--- src/logic/instr_pkg.sv ---
//================================================
// Statistics block shared definitions
// Register map, fixed readback words and the
// data widths used across the counter banks
//================================================

package instr_pkg;

    //================================================
    // Data types
    //================================================

    typedef logic [31:0] reg_data_t;
    typedef logic [11:0] reg_offset_t;
    typedef logic [31:0] count_t;
    typedef logic [63:0] byte_count_t;

    // Receive, transmit and sector FIFOs share one depth
    typedef logic [9:0]  fifo_level_t;
    typedef logic [12:0] flux_level_t;
    typedef logic [15:0] dma_len_t;

    //================================================
    // Fixed words
    //================================================

    localparam reg_data_t version_word    = 32'h0001_0000;
    localparam reg_data_t bad_offset_word = 32'hDEAD_BEEF;

    // One 32-bit word per USB handshake
    localparam int unsigned usb_word_bytes = 4;

    //================================================
    // Register offsets
    //================================================

    localparam reg_offset_t reg_version         = 12'h000;
    localparam reg_offset_t reg_control         = 12'h004;

    localparam reg_offset_t reg_usb_rx_bytes_lo = 12'h040;
    localparam reg_offset_t reg_usb_rx_bytes_hi = 12'h044;
    localparam reg_offset_t reg_usb_tx_bytes_lo = 12'h048;
    localparam reg_offset_t reg_usb_tx_bytes_hi = 12'h04C;
    localparam reg_offset_t reg_usb_rx_packets  = 12'h050;
    localparam reg_offset_t reg_usb_tx_packets  = 12'h054;
    localparam reg_offset_t reg_usb_errors      = 12'h058;

    localparam reg_offset_t reg_dma_bytes_lo    = 12'h080;
    localparam reg_offset_t reg_dma_bytes_hi    = 12'h084;
    localparam reg_offset_t reg_dma_transfers   = 12'h088;
    localparam reg_offset_t reg_dma_errors      = 12'h08C;

    localparam reg_offset_t reg_fifo_rx_hwm     = 12'h0C0;
    localparam reg_offset_t reg_fifo_tx_hwm     = 12'h0C4;
    localparam reg_offset_t reg_fifo_flux_hwm   = 12'h0C8;
    localparam reg_offset_t reg_fifo_sector_hwm = 12'h0CC;
    localparam reg_offset_t reg_fifo_overflows  = 12'h0D0;

    // Disk side errors with the total computed at readback
    localparam reg_offset_t reg_err_fdd         = 12'h1C0;
    localparam reg_offset_t reg_err_hdd         = 12'h1C4;
    localparam reg_offset_t reg_err_crc         = 12'h1C8;
    localparam reg_offset_t reg_err_timeout     = 12'h1CC;
    localparam reg_offset_t reg_err_total       = 12'h1D0;

endpackage

--- src/logic/bus_decode.sv ---
//================================================
// Register bus front end
// Acknowledges every request after one cycle and
// turns control writes into a clear pulse
//================================================

module bus_decode (
    input  logic                    clk,
    input  logic                    rst_n,
    input  instr_pkg::reg_data_t    reg_addr,
    input  instr_pkg::reg_data_t    reg_wdata,
    input  logic                    reg_we,
    input  logic                    reg_re,
    output logic                    reg_ready,
    output logic                    rd_en,
    output instr_pkg::reg_offset_t  rd_offset,
    output logic                    counters_clear
);

    instr_pkg::reg_offset_t offset;
    logic                   request;
    logic                   clear_hit;

    // Only the low address bits select a register
    assign offset    = reg_addr[11:0];
    assign request   = reg_we || reg_re;
    assign clear_hit = reg_we && (offset == instr_pkg::reg_control) && reg_wdata[0];

    // Readback mux samples on the request edge itself
    assign rd_en     = reg_re;
    assign rd_offset = offset;

    //================================================
    // Handshake and control
    //================================================

    always_ff @(posedge clk or negedge rst_n) begin
        if (!rst_n) begin
            reg_ready      <= 1'b0;
            counters_clear <= 1'b0;
        end else begin
            // One ready per request and no back-pressure
            reg_ready      <= request;
            counters_clear <= clear_hit;
        end
    end

    // Ready only ever answers a request from the cycle before
    a_ready_follows_request : assert property (
        @(posedge clk) disable iff (!rst_n)
        reg_ready |-> $past(request)
    );

endmodule

--- src/logic/traffic_counters.sv ---
//================================================
// USB and DMA transfer statistics
// Handshake, byte and error counts for both paths
//================================================

module traffic_counters (
    input  logic                    clk,
    input  logic                    rst_n,
    input  logic                    counters_clear,

    input  logic                    usb_rx_valid,
    input  logic                    usb_rx_ready,
    input  logic                    usb_tx_valid,
    input  logic                    usb_tx_ready,
    input  logic                    usb_error,
    input  logic                    dma_done,
    input  logic                    dma_error,
    input  instr_pkg::dma_len_t     dma_length,

    output instr_pkg::byte_count_t  usb_rx_bytes,
    output instr_pkg::byte_count_t  usb_tx_bytes,
    output instr_pkg::byte_count_t  dma_bytes,
    output instr_pkg::count_t       usb_rx_packets,
    output instr_pkg::count_t       usb_tx_packets,
    output instr_pkg::count_t       usb_errors,
    output instr_pkg::count_t       dma_transfers,
    output instr_pkg::count_t       dma_errors
);

    localparam instr_pkg::byte_count_t word_bytes =
        instr_pkg::byte_count_t'(instr_pkg::usb_word_bytes);

    logic usb_rx_hs;
    logic usb_tx_hs;

    assign usb_rx_hs = usb_rx_valid && usb_rx_ready;
    assign usb_tx_hs = usb_tx_valid && usb_tx_ready;

    //================================================
    // USB statistics
    //================================================

    always_ff @(posedge clk or negedge rst_n) begin
        if (!rst_n) begin
            usb_rx_bytes   <= '0;
            usb_tx_bytes   <= '0;
            usb_rx_packets <= '0;
            usb_tx_packets <= '0;
            usb_errors     <= '0;
        end else if (counters_clear) begin
            usb_rx_bytes   <= '0;
            usb_tx_bytes   <= '0;
            usb_rx_packets <= '0;
            usb_tx_packets <= '0;
            usb_errors     <= '0;
        end else begin
            if (usb_rx_hs) begin
                usb_rx_bytes   <= usb_rx_bytes + word_bytes;
                usb_rx_packets <= usb_rx_packets + 1'b1;
            end
            if (usb_tx_hs) begin
                usb_tx_bytes   <= usb_tx_bytes + word_bytes;
                usb_tx_packets <= usb_tx_packets + 1'b1;
            end
            if (usb_error)
                usb_errors <= usb_errors + 1'b1;
        end
    end

    //================================================
    // DMA statistics
    //================================================

    always_ff @(posedge clk or negedge rst_n) begin
        if (!rst_n) begin
            dma_bytes     <= '0;
            dma_transfers <= '0;
            dma_errors    <= '0;
        end else if (counters_clear) begin
            dma_bytes     <= '0;
            dma_transfers <= '0;
            dma_errors    <= '0;
        end else begin
            // Length is only meaningful with done
            if (dma_done) begin
                dma_bytes     <= dma_bytes + {48'd0, dma_length};
                dma_transfers <= dma_transfers + 1'b1;
            end
            if (dma_error)
                dma_errors <= dma_errors + 1'b1;
        end
    end

    a_packets_monotonic : assert property (
        @(posedge clk) disable iff (!rst_n)
        !counters_clear |=> (usb_rx_packets >= $past(usb_rx_packets)) &&
                            (usb_tx_packets >= $past(usb_tx_packets))
    );

endmodule

--- src/logic/fault_counters.sv ---
//================================================
// FIFO and disk fault statistics
// High-water marks, FIFO flag count and per-source
// disk error counters
//================================================

module fault_counters (
    input  logic                    clk,
    input  logic                    rst_n,
    input  logic                    counters_clear,

    input  instr_pkg::fifo_level_t  rx_fifo_level,
    input  instr_pkg::fifo_level_t  tx_fifo_level,
    input  instr_pkg::fifo_level_t  sector_fifo_level,
    input  instr_pkg::flux_level_t  flux_fifo_level,
    input  logic                    rx_fifo_overflow,
    input  logic                    tx_fifo_underrun,
    input  logic                    flux_fifo_overflow,
    input  logic                    fdd_error,
    input  logic                    hdd_error,
    input  logic                    crc_error,
    input  logic                    timeout_error,

    output instr_pkg::fifo_level_t  rx_hwm,
    output instr_pkg::fifo_level_t  tx_hwm,
    output instr_pkg::fifo_level_t  sector_hwm,
    output instr_pkg::flux_level_t  flux_hwm,
    output instr_pkg::count_t       fifo_overflows,
    output instr_pkg::count_t       err_fdd,
    output instr_pkg::count_t       err_hdd,
    output instr_pkg::count_t       err_crc,
    output instr_pkg::count_t       err_timeout
);

    logic fifo_fault;

    // Several flags in one cycle still count once
    assign fifo_fault = rx_fifo_overflow || tx_fifo_underrun || flux_fifo_overflow;

    //================================================
    // FIFO monitoring
    //================================================

    always_ff @(posedge clk or negedge rst_n) begin
        if (!rst_n) begin
            rx_hwm         <= '0;
            tx_hwm         <= '0;
            sector_hwm     <= '0;
            flux_hwm       <= '0;
            fifo_overflows <= '0;
        end else if (counters_clear) begin
            rx_hwm         <= '0;
            tx_hwm         <= '0;
            sector_hwm     <= '0;
            flux_hwm       <= '0;
            fifo_overflows <= '0;
        end else begin
            if (rx_fifo_level > rx_hwm)
                rx_hwm <= rx_fifo_level;
            if (tx_fifo_level > tx_hwm)
                tx_hwm <= tx_fifo_level;
            if (sector_fifo_level > sector_hwm)
                sector_hwm <= sector_fifo_level;
            if (flux_fifo_level > flux_hwm)
                flux_hwm <= flux_fifo_level;
            if (fifo_fault)
                fifo_overflows <= fifo_overflows + 1'b1;
        end
    end

    //================================================
    // Disk errors
    //================================================

    always_ff @(posedge clk or negedge rst_n) begin
        if (!rst_n) begin
            err_fdd     <= '0;
            err_hdd     <= '0;
            err_crc     <= '0;
            err_timeout <= '0;
        end else if (counters_clear) begin
            err_fdd     <= '0;
            err_hdd     <= '0;
            err_crc     <= '0;
            err_timeout <= '0;
        end else begin
            err_fdd     <= err_fdd + count_inc(fdd_error);
            err_hdd     <= err_hdd + count_inc(hdd_error);
            err_crc     <= err_crc + count_inc(crc_error);
            err_timeout <= err_timeout + count_inc(timeout_error);
        end
    end

    function automatic instr_pkg::count_t count_inc(input logic ev);
        return instr_pkg::count_t'(ev);
    endfunction

    a_hwm_monotonic : assert property (
        @(posedge clk) disable iff (!rst_n)
        !counters_clear |=> (rx_hwm >= $past(rx_hwm)) && (tx_hwm >= $past(tx_hwm)) &&
                            (sector_hwm >= $past(sector_hwm)) &&
                            (flux_hwm >= $past(flux_hwm))
    );

endmodule

--- src/logic/readback_mux.sv ---
//================================================
// Register readback
// Registers the word selected by the read offset
//================================================

module readback_mux (
    input  logic                    clk,
    input  logic                    rst_n,
    input  logic                    rd_en,
    input  instr_pkg::reg_offset_t  rd_offset,

    input  instr_pkg::byte_count_t  usb_rx_bytes,
    input  instr_pkg::byte_count_t  usb_tx_bytes,
    input  instr_pkg::byte_count_t  dma_bytes,
    input  instr_pkg::count_t       usb_rx_packets,
    input  instr_pkg::count_t       usb_tx_packets,
    input  instr_pkg::count_t       usb_errors,
    input  instr_pkg::count_t       dma_transfers,
    input  instr_pkg::count_t       dma_errors,
    input  instr_pkg::fifo_level_t  rx_hwm,
    input  instr_pkg::fifo_level_t  tx_hwm,
    input  instr_pkg::fifo_level_t  sector_hwm,
    input  instr_pkg::flux_level_t  flux_hwm,
    input  instr_pkg::count_t       fifo_overflows,
    input  instr_pkg::count_t       err_fdd,
    input  instr_pkg::count_t       err_hdd,
    input  instr_pkg::count_t       err_crc,
    input  instr_pkg::count_t       err_timeout,

    output instr_pkg::reg_data_t    reg_rdata
);

    instr_pkg::count_t    err_total;
    instr_pkg::reg_data_t rd_word;

    // Wraps at 32 bits like the individual counters
    assign err_total = err_fdd + err_hdd + err_crc + err_timeout;

    always_comb begin
        case (rd_offset)
            instr_pkg::reg_version:         rd_word = instr_pkg::version_word;
            instr_pkg::reg_control:         rd_word = '0;
            instr_pkg::reg_usb_rx_bytes_lo: rd_word = usb_rx_bytes[31:0];
            instr_pkg::reg_usb_rx_bytes_hi: rd_word = usb_rx_bytes[63:32];
            instr_pkg::reg_usb_tx_bytes_lo: rd_word = usb_tx_bytes[31:0];
            instr_pkg::reg_usb_tx_bytes_hi: rd_word = usb_tx_bytes[63:32];
            instr_pkg::reg_usb_rx_packets:  rd_word = usb_rx_packets;
            instr_pkg::reg_usb_tx_packets:  rd_word = usb_tx_packets;
            instr_pkg::reg_usb_errors:      rd_word = usb_errors;
            instr_pkg::reg_dma_bytes_lo:    rd_word = dma_bytes[31:0];
            instr_pkg::reg_dma_bytes_hi:    rd_word = dma_bytes[63:32];
            instr_pkg::reg_dma_transfers:   rd_word = dma_transfers;
            instr_pkg::reg_dma_errors:      rd_word = dma_errors;
            instr_pkg::reg_fifo_rx_hwm:     rd_word = {22'd0, rx_hwm};
            instr_pkg::reg_fifo_tx_hwm:     rd_word = {22'd0, tx_hwm};
            instr_pkg::reg_fifo_flux_hwm:   rd_word = {19'd0, flux_hwm};
            instr_pkg::reg_fifo_sector_hwm: rd_word = {22'd0, sector_hwm};
            instr_pkg::reg_fifo_overflows:  rd_word = fifo_overflows;
            instr_pkg::reg_err_fdd:         rd_word = err_fdd;
            instr_pkg::reg_err_hdd:         rd_word = err_hdd;
            instr_pkg::reg_err_crc:         rd_word = err_crc;
            instr_pkg::reg_err_timeout:     rd_word = err_timeout;
            instr_pkg::reg_err_total:       rd_word = err_total;
            default:                        rd_word = instr_pkg::bad_offset_word;
        endcase
    end

    // Data holds until the next read
    always_ff @(posedge clk or negedge rst_n) begin
        if (!rst_n)
            reg_rdata <= '0;
        else if (rd_en)
            reg_rdata <= rd_word;
    end

    a_rdata_known : assert property (
        @(posedge clk) disable iff (!rst_n)
        rd_en |=> !$isunknown(reg_rdata)
    );

endmodule

--- src/logic/instr_regs.sv ---
//================================================
// Statistics block top level
// Register bus front end, two counter banks and
// the readback mux
//================================================

module instr_regs (
    input  logic                    clk,
    input  logic                    rst_n,

    // Register bus
    input  instr_pkg::reg_data_t    reg_addr,
    input  instr_pkg::reg_data_t    reg_wdata,
    input  logic                    reg_we,
    input  logic                    reg_re,
    output instr_pkg::reg_data_t    reg_rdata,
    output logic                    reg_ready,

    // USB and DMA activity
    input  logic                    usb_rx_valid,
    input  logic                    usb_rx_ready,
    input  logic                    usb_tx_valid,
    input  logic                    usb_tx_ready,
    input  logic                    usb_error,
    input  logic                    dma_done,
    input  logic                    dma_error,
    input  instr_pkg::dma_len_t     dma_length,

    // FIFO monitoring
    input  instr_pkg::fifo_level_t  rx_fifo_level,
    input  instr_pkg::fifo_level_t  tx_fifo_level,
    input  instr_pkg::fifo_level_t  sector_fifo_level,
    input  instr_pkg::flux_level_t  flux_fifo_level,
    input  logic                    rx_fifo_overflow,
    input  logic                    tx_fifo_underrun,
    input  logic                    flux_fifo_overflow,

    // Disk error events
    input  logic                    fdd_error,
    input  logic                    hdd_error,
    input  logic                    crc_error,
    input  logic                    timeout_error
);

    logic                       rd_en;
    instr_pkg::reg_offset_t     rd_offset;
    logic                       counters_clear;

    instr_pkg::byte_count_t     usb_rx_bytes, usb_tx_bytes, dma_bytes;
    instr_pkg::count_t          usb_rx_packets, usb_tx_packets, usb_errors;
    instr_pkg::count_t          dma_transfers, dma_errors;
    instr_pkg::fifo_level_t     rx_hwm, tx_hwm, sector_hwm;
    instr_pkg::flux_level_t     flux_hwm;
    instr_pkg::count_t          fifo_overflows;
    instr_pkg::count_t          err_fdd, err_hdd, err_crc, err_timeout;

    bus_decode i_bus_decode (
        .clk, .rst_n,
        .reg_addr, .reg_wdata, .reg_we, .reg_re,
        .reg_ready, .rd_en, .rd_offset, .counters_clear
    );

    traffic_counters i_traffic_counters (
        .clk, .rst_n, .counters_clear,
        .usb_rx_valid, .usb_rx_ready, .usb_tx_valid, .usb_tx_ready, .usb_error,
        .dma_done, .dma_error, .dma_length,
        .usb_rx_bytes, .usb_tx_bytes, .dma_bytes,
        .usb_rx_packets, .usb_tx_packets, .usb_errors, .dma_transfers, .dma_errors
    );

    fault_counters i_fault_counters (
        .clk, .rst_n, .counters_clear,
        .rx_fifo_level, .tx_fifo_level, .sector_fifo_level, .flux_fifo_level,
        .rx_fifo_overflow, .tx_fifo_underrun, .flux_fifo_overflow,
        .fdd_error, .hdd_error, .crc_error, .timeout_error,
        .rx_hwm, .tx_hwm, .sector_hwm, .flux_hwm,
        .fifo_overflows, .err_fdd, .err_hdd, .err_crc, .err_timeout
    );

    readback_mux i_readback_mux (
        .clk, .rst_n, .rd_en, .rd_offset,
        .usb_rx_bytes, .usb_tx_bytes, .dma_bytes,
        .usb_rx_packets, .usb_tx_packets, .usb_errors, .dma_transfers, .dma_errors,
        .rx_hwm, .tx_hwm, .sector_hwm, .flux_hwm,
        .fifo_overflows, .err_fdd, .err_hdd, .err_crc, .err_timeout,
        .reg_rdata
    );

endmodule

--- config.mk ---
export PLATFORM = sky130hd
export DESIGN_NAME = instr_regs
export DESIGN_NICKNAME = d
export VERILOG_FILES = /design/src/logic/instr_pkg.sv /design/src/logic/bus_decode.sv /design/src/logic/traffic_counters.sv /design/src/logic/fault_counters.sv /design/src/logic/readback_mux.sv /design/src/logic/instr_regs.sv
export SDC_FILE = /design/constraint.sdc
export NUM_CORES = 2
export LEC_CHECK = 0
export BUFFER_PORTS_ARGS = -buffer_cell sky130_fd_sc_hd__buf_2
export CORE_MARGIN = 8
export CORE_UTILIZATION = 57
export DETAILED_ROUTE_END_ITERATION = 10
export PLACE_DENSITY = 0.9
export SLEW_MARGIN = 15
export SYNTH_ARGS = -nofsm -noshare
export SYNTH_HDL_FRONTEND = slang
export SYNTH_SLANG_ARGS = --single-unit
--- constraint.sdc ---
create_clock -name clk -period 4.5 [get_ports clk]
set_clock_uncertainty 0.05 [all_clocks]
set_input_delay 0.9 -clock clk [delete_from_list [all_inputs] [get_ports clk]]
set_output_delay 0.9 -clock clk [all_outputs]
set_load 0.005 [all_outputs]
# ---- Yosys cells after proc, flatten, opt, wreduce, memory -nomap -nowiden
# Index checks and enable logic that the tools add are counted.
# W data, S select, Z words.
dict set report classes {
  n_addsub 16
  mux 31
  n_eq_ne 22
  n_reduce_logical 18
  magnitude_cmp 4
}
# operator n
set op_table {}
lappend op_table {{$pmux W32 S23} 1}
lappend op_table {{$mux W32} 16}
lappend op_table {{$mux W64} 6}
lappend op_table {{$add A32 B1 Y32 const B} 6}
lappend op_table {{$add A32 B1 Y32} 4}
lappend op_table {{$add A64 B3 Y64 const B} 2}
lappend op_table {{$eq A12 B8 Y1 const B} 9}
lappend op_table {{$add A32 B32 Y32} 3}
lappend op_table {{$eq A12 B7 Y1 const B} 7}
lappend op_table {{$add A64 B16 Y64} 1}
lappend op_table {{$eq A12 B9 Y1 const B} 5}
lappend op_table {{$mux W10} 6}
lappend op_table {{$gt A10 B10 Y1} 3}
lappend op_table {{$mux W13} 2}
lappend op_table {{$reduce_bool A2 Y1} 10}
lappend op_table {{$gt A13 B13 Y1} 1}
lappend op_table {{$eq A12 B3 Y1 const B} 1}
lappend op_table {{$logic_not A12 Y1} 1}
lappend op_table {{$logic_and A1 B1 Y1} 4}
lappend op_table {{$logic_or A1 B1 Y1} 3}
dict set report totals {
  word_cells 111
  regBits 589
  out_inout_bits 33
}

# ---- Longest topological paths before layout
dict set report depth {
  ltp_word 4
  depth_mapped 15
}

# ---- By module
# A second synthesis with hierarchy kept.
dict set report unflattened {
  hier_cells 4177
  area_unflattened_um2 37334.6
}
# mod n_inst cells_per_inst area_each_um2 seq_area_each_um2
set modules_own_cells {}
lappend modules_own_cells {traffic_counters 1 1889 17924.7 8708.4}
lappend modules_own_cells {fault_counters 1 1161 10921.7 5079.9}
lappend modules_own_cells {readback_mux 1 1106 8290.5 800.8}
lappend modules_own_cells {bus_decode 1 21 197.7 50.0}

# ---- Least setup slack after synthesis
# Ideal clock, no wire load.
dict set report synth_path {
  kind {flip-flop to flip-flop}
  start {reg i_fault_counters.err_hdd[2]}
  end {reg i_readback_mux.reg_rdata[21]}
  setup_ps 121
  path_stages_with_launch 15
  synth_period_minus_slack_ps 4298
  slack_ps 202
  t_arrival_ps 4126
  cell_sequence {dfrtp_1 -> clkbuf_1 -> inv_1 -> fa_1 -> fa_1 -> inv_1 -> fa_1 -> a211oi_1 -> o21bai_1 -> a2111oi_0 -> nor4_1 -> or4_1 -> xnor2_1 -> nor2_1 -> o22a_1}
}
dict set report synth_between {
  elab_chain_len 4
}
# item line_no
set synth_lines {}
lappend synth_lines {{start: declaration} fault_counters.sv:30} ;# output instr_pkg::count_t err_hdd,
lappend synth_lines {{start signal: assignment} fault_counters.sv:88} ;# err_hdd <= err_hdd + count_inc(hdd_error);
lappend synth_lines {{$add A32 B32 Y32 (3 in series)} readback_mux.sv:37} ;# assign err_total = err_fdd + err_hdd + err_crc + err_timeout;
lappend synth_lines {{$pmux W32 S23} readback_mux.sv:40} ;# case (rd_offset)
lappend synth_lines {{end signal: assignment} readback_mux.sv:73} ;# reg_rdata <= rd_word;
lappend synth_lines {{end: declaration} readback_mux.sv:30} ;# output instr_pkg::reg_data_t reg_rdata
# Every way passes these cells.
# A chain may end at the register's enable or synchronous reset.

# ---- Worst setup path in the final report
dict set report layout_path {
  start {reg i_fault_counters.err_hdd[1]}
  end {reg i_readback_mux.reg_rdata[29]}
}
# Same word-level chain as after synthesis.

==> flow_metrics.env <==
export IMPL_outcome="finished, final reports clean"
export IMPL_synth_edf_count=0
export IMPL_synthCells=4023
export IMPL_rows=92
export IMPL_synthDominantCellAreaShare_pct=40.72
export IMPL_via_per_inst=6.569
export IMPL_nFillCells=4735
export IMPL_syn_to_final_growth_pct=11.72
export IMPL_max_stage_delay_ns=0.56
export IMPL_finalPower_mw=18.27
export IMPL_worstReg2RegStart="i_fault_counters.err_hdd[1]"
export IMPL_post_cts_buffers=0
export IMPL_final_nets=4459
export IMPL_synth_area_mm2=0.03595
export IMPL_largest_reg_flops=64
export IMPL_min_path_type="input pin to async pin"
export IMPL_top_regs="i_traffic_counters.dma_bytes x64, i_traffic_counters.usb_rx_bytes x62, i_traffic_counters.usb_tx_bytes x62"
export IMPL_setup_violations=0
export IMPL_fmax_mhz=228.1
export IMPL_maxCapViolCount=0
export IMPL_pwr_density_cell_mw_per_mm2=454.8
export IMPL_cts_tree="done"
export IMPL_clk_latency_ns=0.64
export IMPL_drtIter0Drc=4976
export IMPL_yosysSeqAreaShare_pct=40.72
export IMPL_route_vias_total=33150
export IMPL_synth_common_cells="nor2_1, dfrtp_1, inv_1, nand2_1, xnor2_1"
export IMPL_finalCriticalPeriod_ns=4.384
export IMPL_finalWirelength_um=122900
export IMPL_required_ns=4.90
export IMPL_r2r_setup_slack_ns=0.12
export IMPL_grt_max_degree=123
export IMPL_ff2ff_path_depth=15
export IMPL_grt_pass1_vias=32320
export IMPL_grt_usage_pct=33.86
export IMPL_drt_pass1_iterations=9
export IMPL_synth_cell_type_count=80
export IMPL_final_util_pct=64.02
export IMPL_fin_ws_ns=0.1163
export IMPL_grt_pass1_wl_um=187100
export IMPL_worst_setup_path_type="flop to flop"
export IMPL_yosysMostFrequentCell="nor2_1"
export IMPL_root_buffer="clkbuf_16"
export IMPL_place_ws_ns=-0.04527
export IMPL_initial_core_util_pct=57.31
export IMPL_syn_nets=4333
export IMPL_synth_area_leaders="dfrtp_1, nor2_1, xnor2_1"
export IMPL_io_buffers=122
export IMPL_dp_cells=4933
export IMPL_synth_largest_area_cell="dfrtp_1"
export IMPL_grt_met2_usage_pct=50.58
export IMPL_core_area_mm2=0.06274
export IMPL_worstMarginPinSlew_ns=1.156
export IMPL_syn_area_per_cell_um2=8.936
export IMPL_min_period_over_period_pct=97.42
export IMPL_ys_ff_latch=585
export IMPL_top_register="i_traffic_counters.dma_bytes"
export IMPL_ioPinCount=174
export IMPL_dpl_hpwl_um=90410
export IMPL_cp_max_fo=3
export IMPL_path_cells="inv_1 -> fa_1 -> fa_1 -> inv_1 -> ha_1 -> fa_2 -> a211oi_2 -> buf_4 -> o21bai_1 -> a2111oi_1 -> buf_4 -> nor4_1 -> or4_4 -> a21oi_1 -> o221ai_1"
export IMPL_crit_family="adder cells"
export IMPL_htreeDepth=2
export IMPL_globalplace_congestion=1.047
export IMPL_drive_gt1_share_pct=9.240
export IMPL_async_flop_share_pct=100.0
export IMPL_cts_clk_slew_worst_paths_ns=0.06
export IMPL_leakage_nw=17.89
export IMPL_post_drt_wl_per_cell_um=24.35
export IMPL_synth_warnings=0
export IMPL_clkSinkCount=585
export IMPL_die_area_mm2=0.07136
export IMPL_cp_num_buf_inv=4
export IMPL_drv_slew=0
export IMPL_gr_usage_met3_pct=12.59
export IMPL_arrival_ns=4.78
export IMPL_postRouteAntennaNets=0
export IMPL_cp_slowest_cell="or4_4"
export IMPL_finalNonFillerCells=5046
export IMPL_hold_viol=0
export IMPL_clock_path_buffers=3
export IMPL_grtUsageMet1_pct=43.05
export IMPL_die_w_um=267.1
export IMPL_r2r_end="i_readback_mux.reg_rdata[29]"
export IMPL_drc=0
export IMPL_antenna_found_initial=1
export IMPL_die_y_um=267.1
export IMPL_relSlewSlack_pct=22.91
export IMPL_cts_made_buffers=60
export IMPL_cp_start_kind="flop"
export IMPL_grt_busiest_layer="met2"
export IMPL_synth_ff_type="dfrtp_1"
export IMPL_crit_path_end_kind="flop"
export IMPL_grt_overflow=0
export IMPL_vdd_ir_drop_max_v=0.0004153
export IMPL_fin_setup_tns_ns=0
## final cells by class
cell class | instances | area [um2] | area share (%)
Multi-Input combinational cell | 2986 | 19710 | 49.07
Timing Repair Buffer | 243 | 1717 | 4.274
Inverter | 273 | 1025 | 2.551
Clock inverter | 14 | 196.4 | 0.4891
Clock buffer | 98 | 1814 | 4.517
Sequential cell | 585 | 14640 | 36.46
Tap cell | 846 | 1059 | 2.635
Antenna cell | 1 | 2.502 | 0.006230
## metrics by stage
stage | cell area [um2] | hold WS (ns)
2_1_floorplan | 35950 | 0.4392
3_3_place_gp | 38140 | 0.4325
3_5_place_dp | 38140 | 0.4338
4_1_cts | 40150 | 0.2838
5_1_grt | 40160 | 0.2955
6_report | 40160 | 0.2421
## kinds of logic (layout without fill, tap and decap cells)
| family | Yosys count | count (layout) | share of synthesized area [%] |
|---|---|---|---|
| XOR/XNOR | 426 | 426 | 10.38 |
| flip-flops | 585 | 585 | 40.72 |
| AND/OR/NAND/NOR | 1628 | 1628 | 21.89 |
| adder cells (fa/ha/maj) | 169 | 169 | 7.197 |
| multiplexers | 65 | 65 | 1.813 |
| buffers and inverters | 452 | 628 | 4.817 |
| other | 0 | 1 | 0 |
| AO/OA/AOI/OAI | 698 | 698 | 13.18 |
## cells in the final DEF (no fill, tap or decap), types with 74 or more instances in the layout
cell     Yosys  layout
nand3_1    214     214
buf_4        0     106
inv_1      273     273
nor3_1      83      75
a22oi_1    151     151
or3_1       81      81
nand4_1    145     145
nor2_1     615     610
xor2_1     198     198
xnor2_1    228     228
and3_1      74      74
o21ai_0    129     129
buf_2       16     121
nand2_1    252     252
ha_1       106     106
a21oi_1    150     149
dfrtp_1    585     584
## worst register-to-register path: stages, from the launching register on
cell,delay (ns)
dfrtp_1,0.34
inv_1,0.06
fa_1,0.50
fa_1,0.53
inv_1,0.05
ha_1,0.23
fa_2,0.39
a211oi_2,0.27
buf_4,0.16
o21bai_1,0.09
a2111oi_1,0.40
buf_4,0.19
nor4_1,0.05
or4_4,0.56
a21oi_1,0.16
o221ai_1,0.16
## worst max-delay path by stage
stage	start	to	slack (ns)	cells after the start
final	i_fault_counters.err_hdd[1]	i_readback_mux.reg_rdata[29]	0.12	15
after global routing	i_fault_counters.err_crc[1]	i_readback_mux.reg_rdata[21]	-0.02	16
after CTS	i_fault_counters.err_hdd[1]	i_readback_mux.reg_rdata[29]	0.03	15
after detailed placement	i_fault_counters.err_hdd[1]	i_readback_mux.reg_rdata[21]	-0.05	16
after global placement	i_fault_counters.err_hdd[1]	i_readback_mux.reg_rdata[21]	0.07	16
after floorplan	i_fault_counters.err_hdd[2]	i_readback_mux.reg_rdata[21]	0.20	14
## repair_timing
action                     in CTS  in global routing
resized for setup               1                  4
hold buffers                    0                  0
setup endpoints to repair       2                  8
pin swaps                       0                  1
## routing by layer
metal / routed length [um] / part of all wire (%) / vias up
met5: 13 / 0.011 / -
li1: - / - / 14380
met2: 52140 / 42 / 2357
met3: 19060 / 16 / 481
met1: 44090 / 36 / 15930
met4: 7570 / 6.2 / 2
## power by group
group,leakage (nW),internal (mW),switching (mW)
logic,9.50,2.53,3.52
clock network,0.987,2.97,2.19
registers,7.40,5.94,1.11
total,17.9,11.4,6.82
Power figures use the tool's default switching activity.
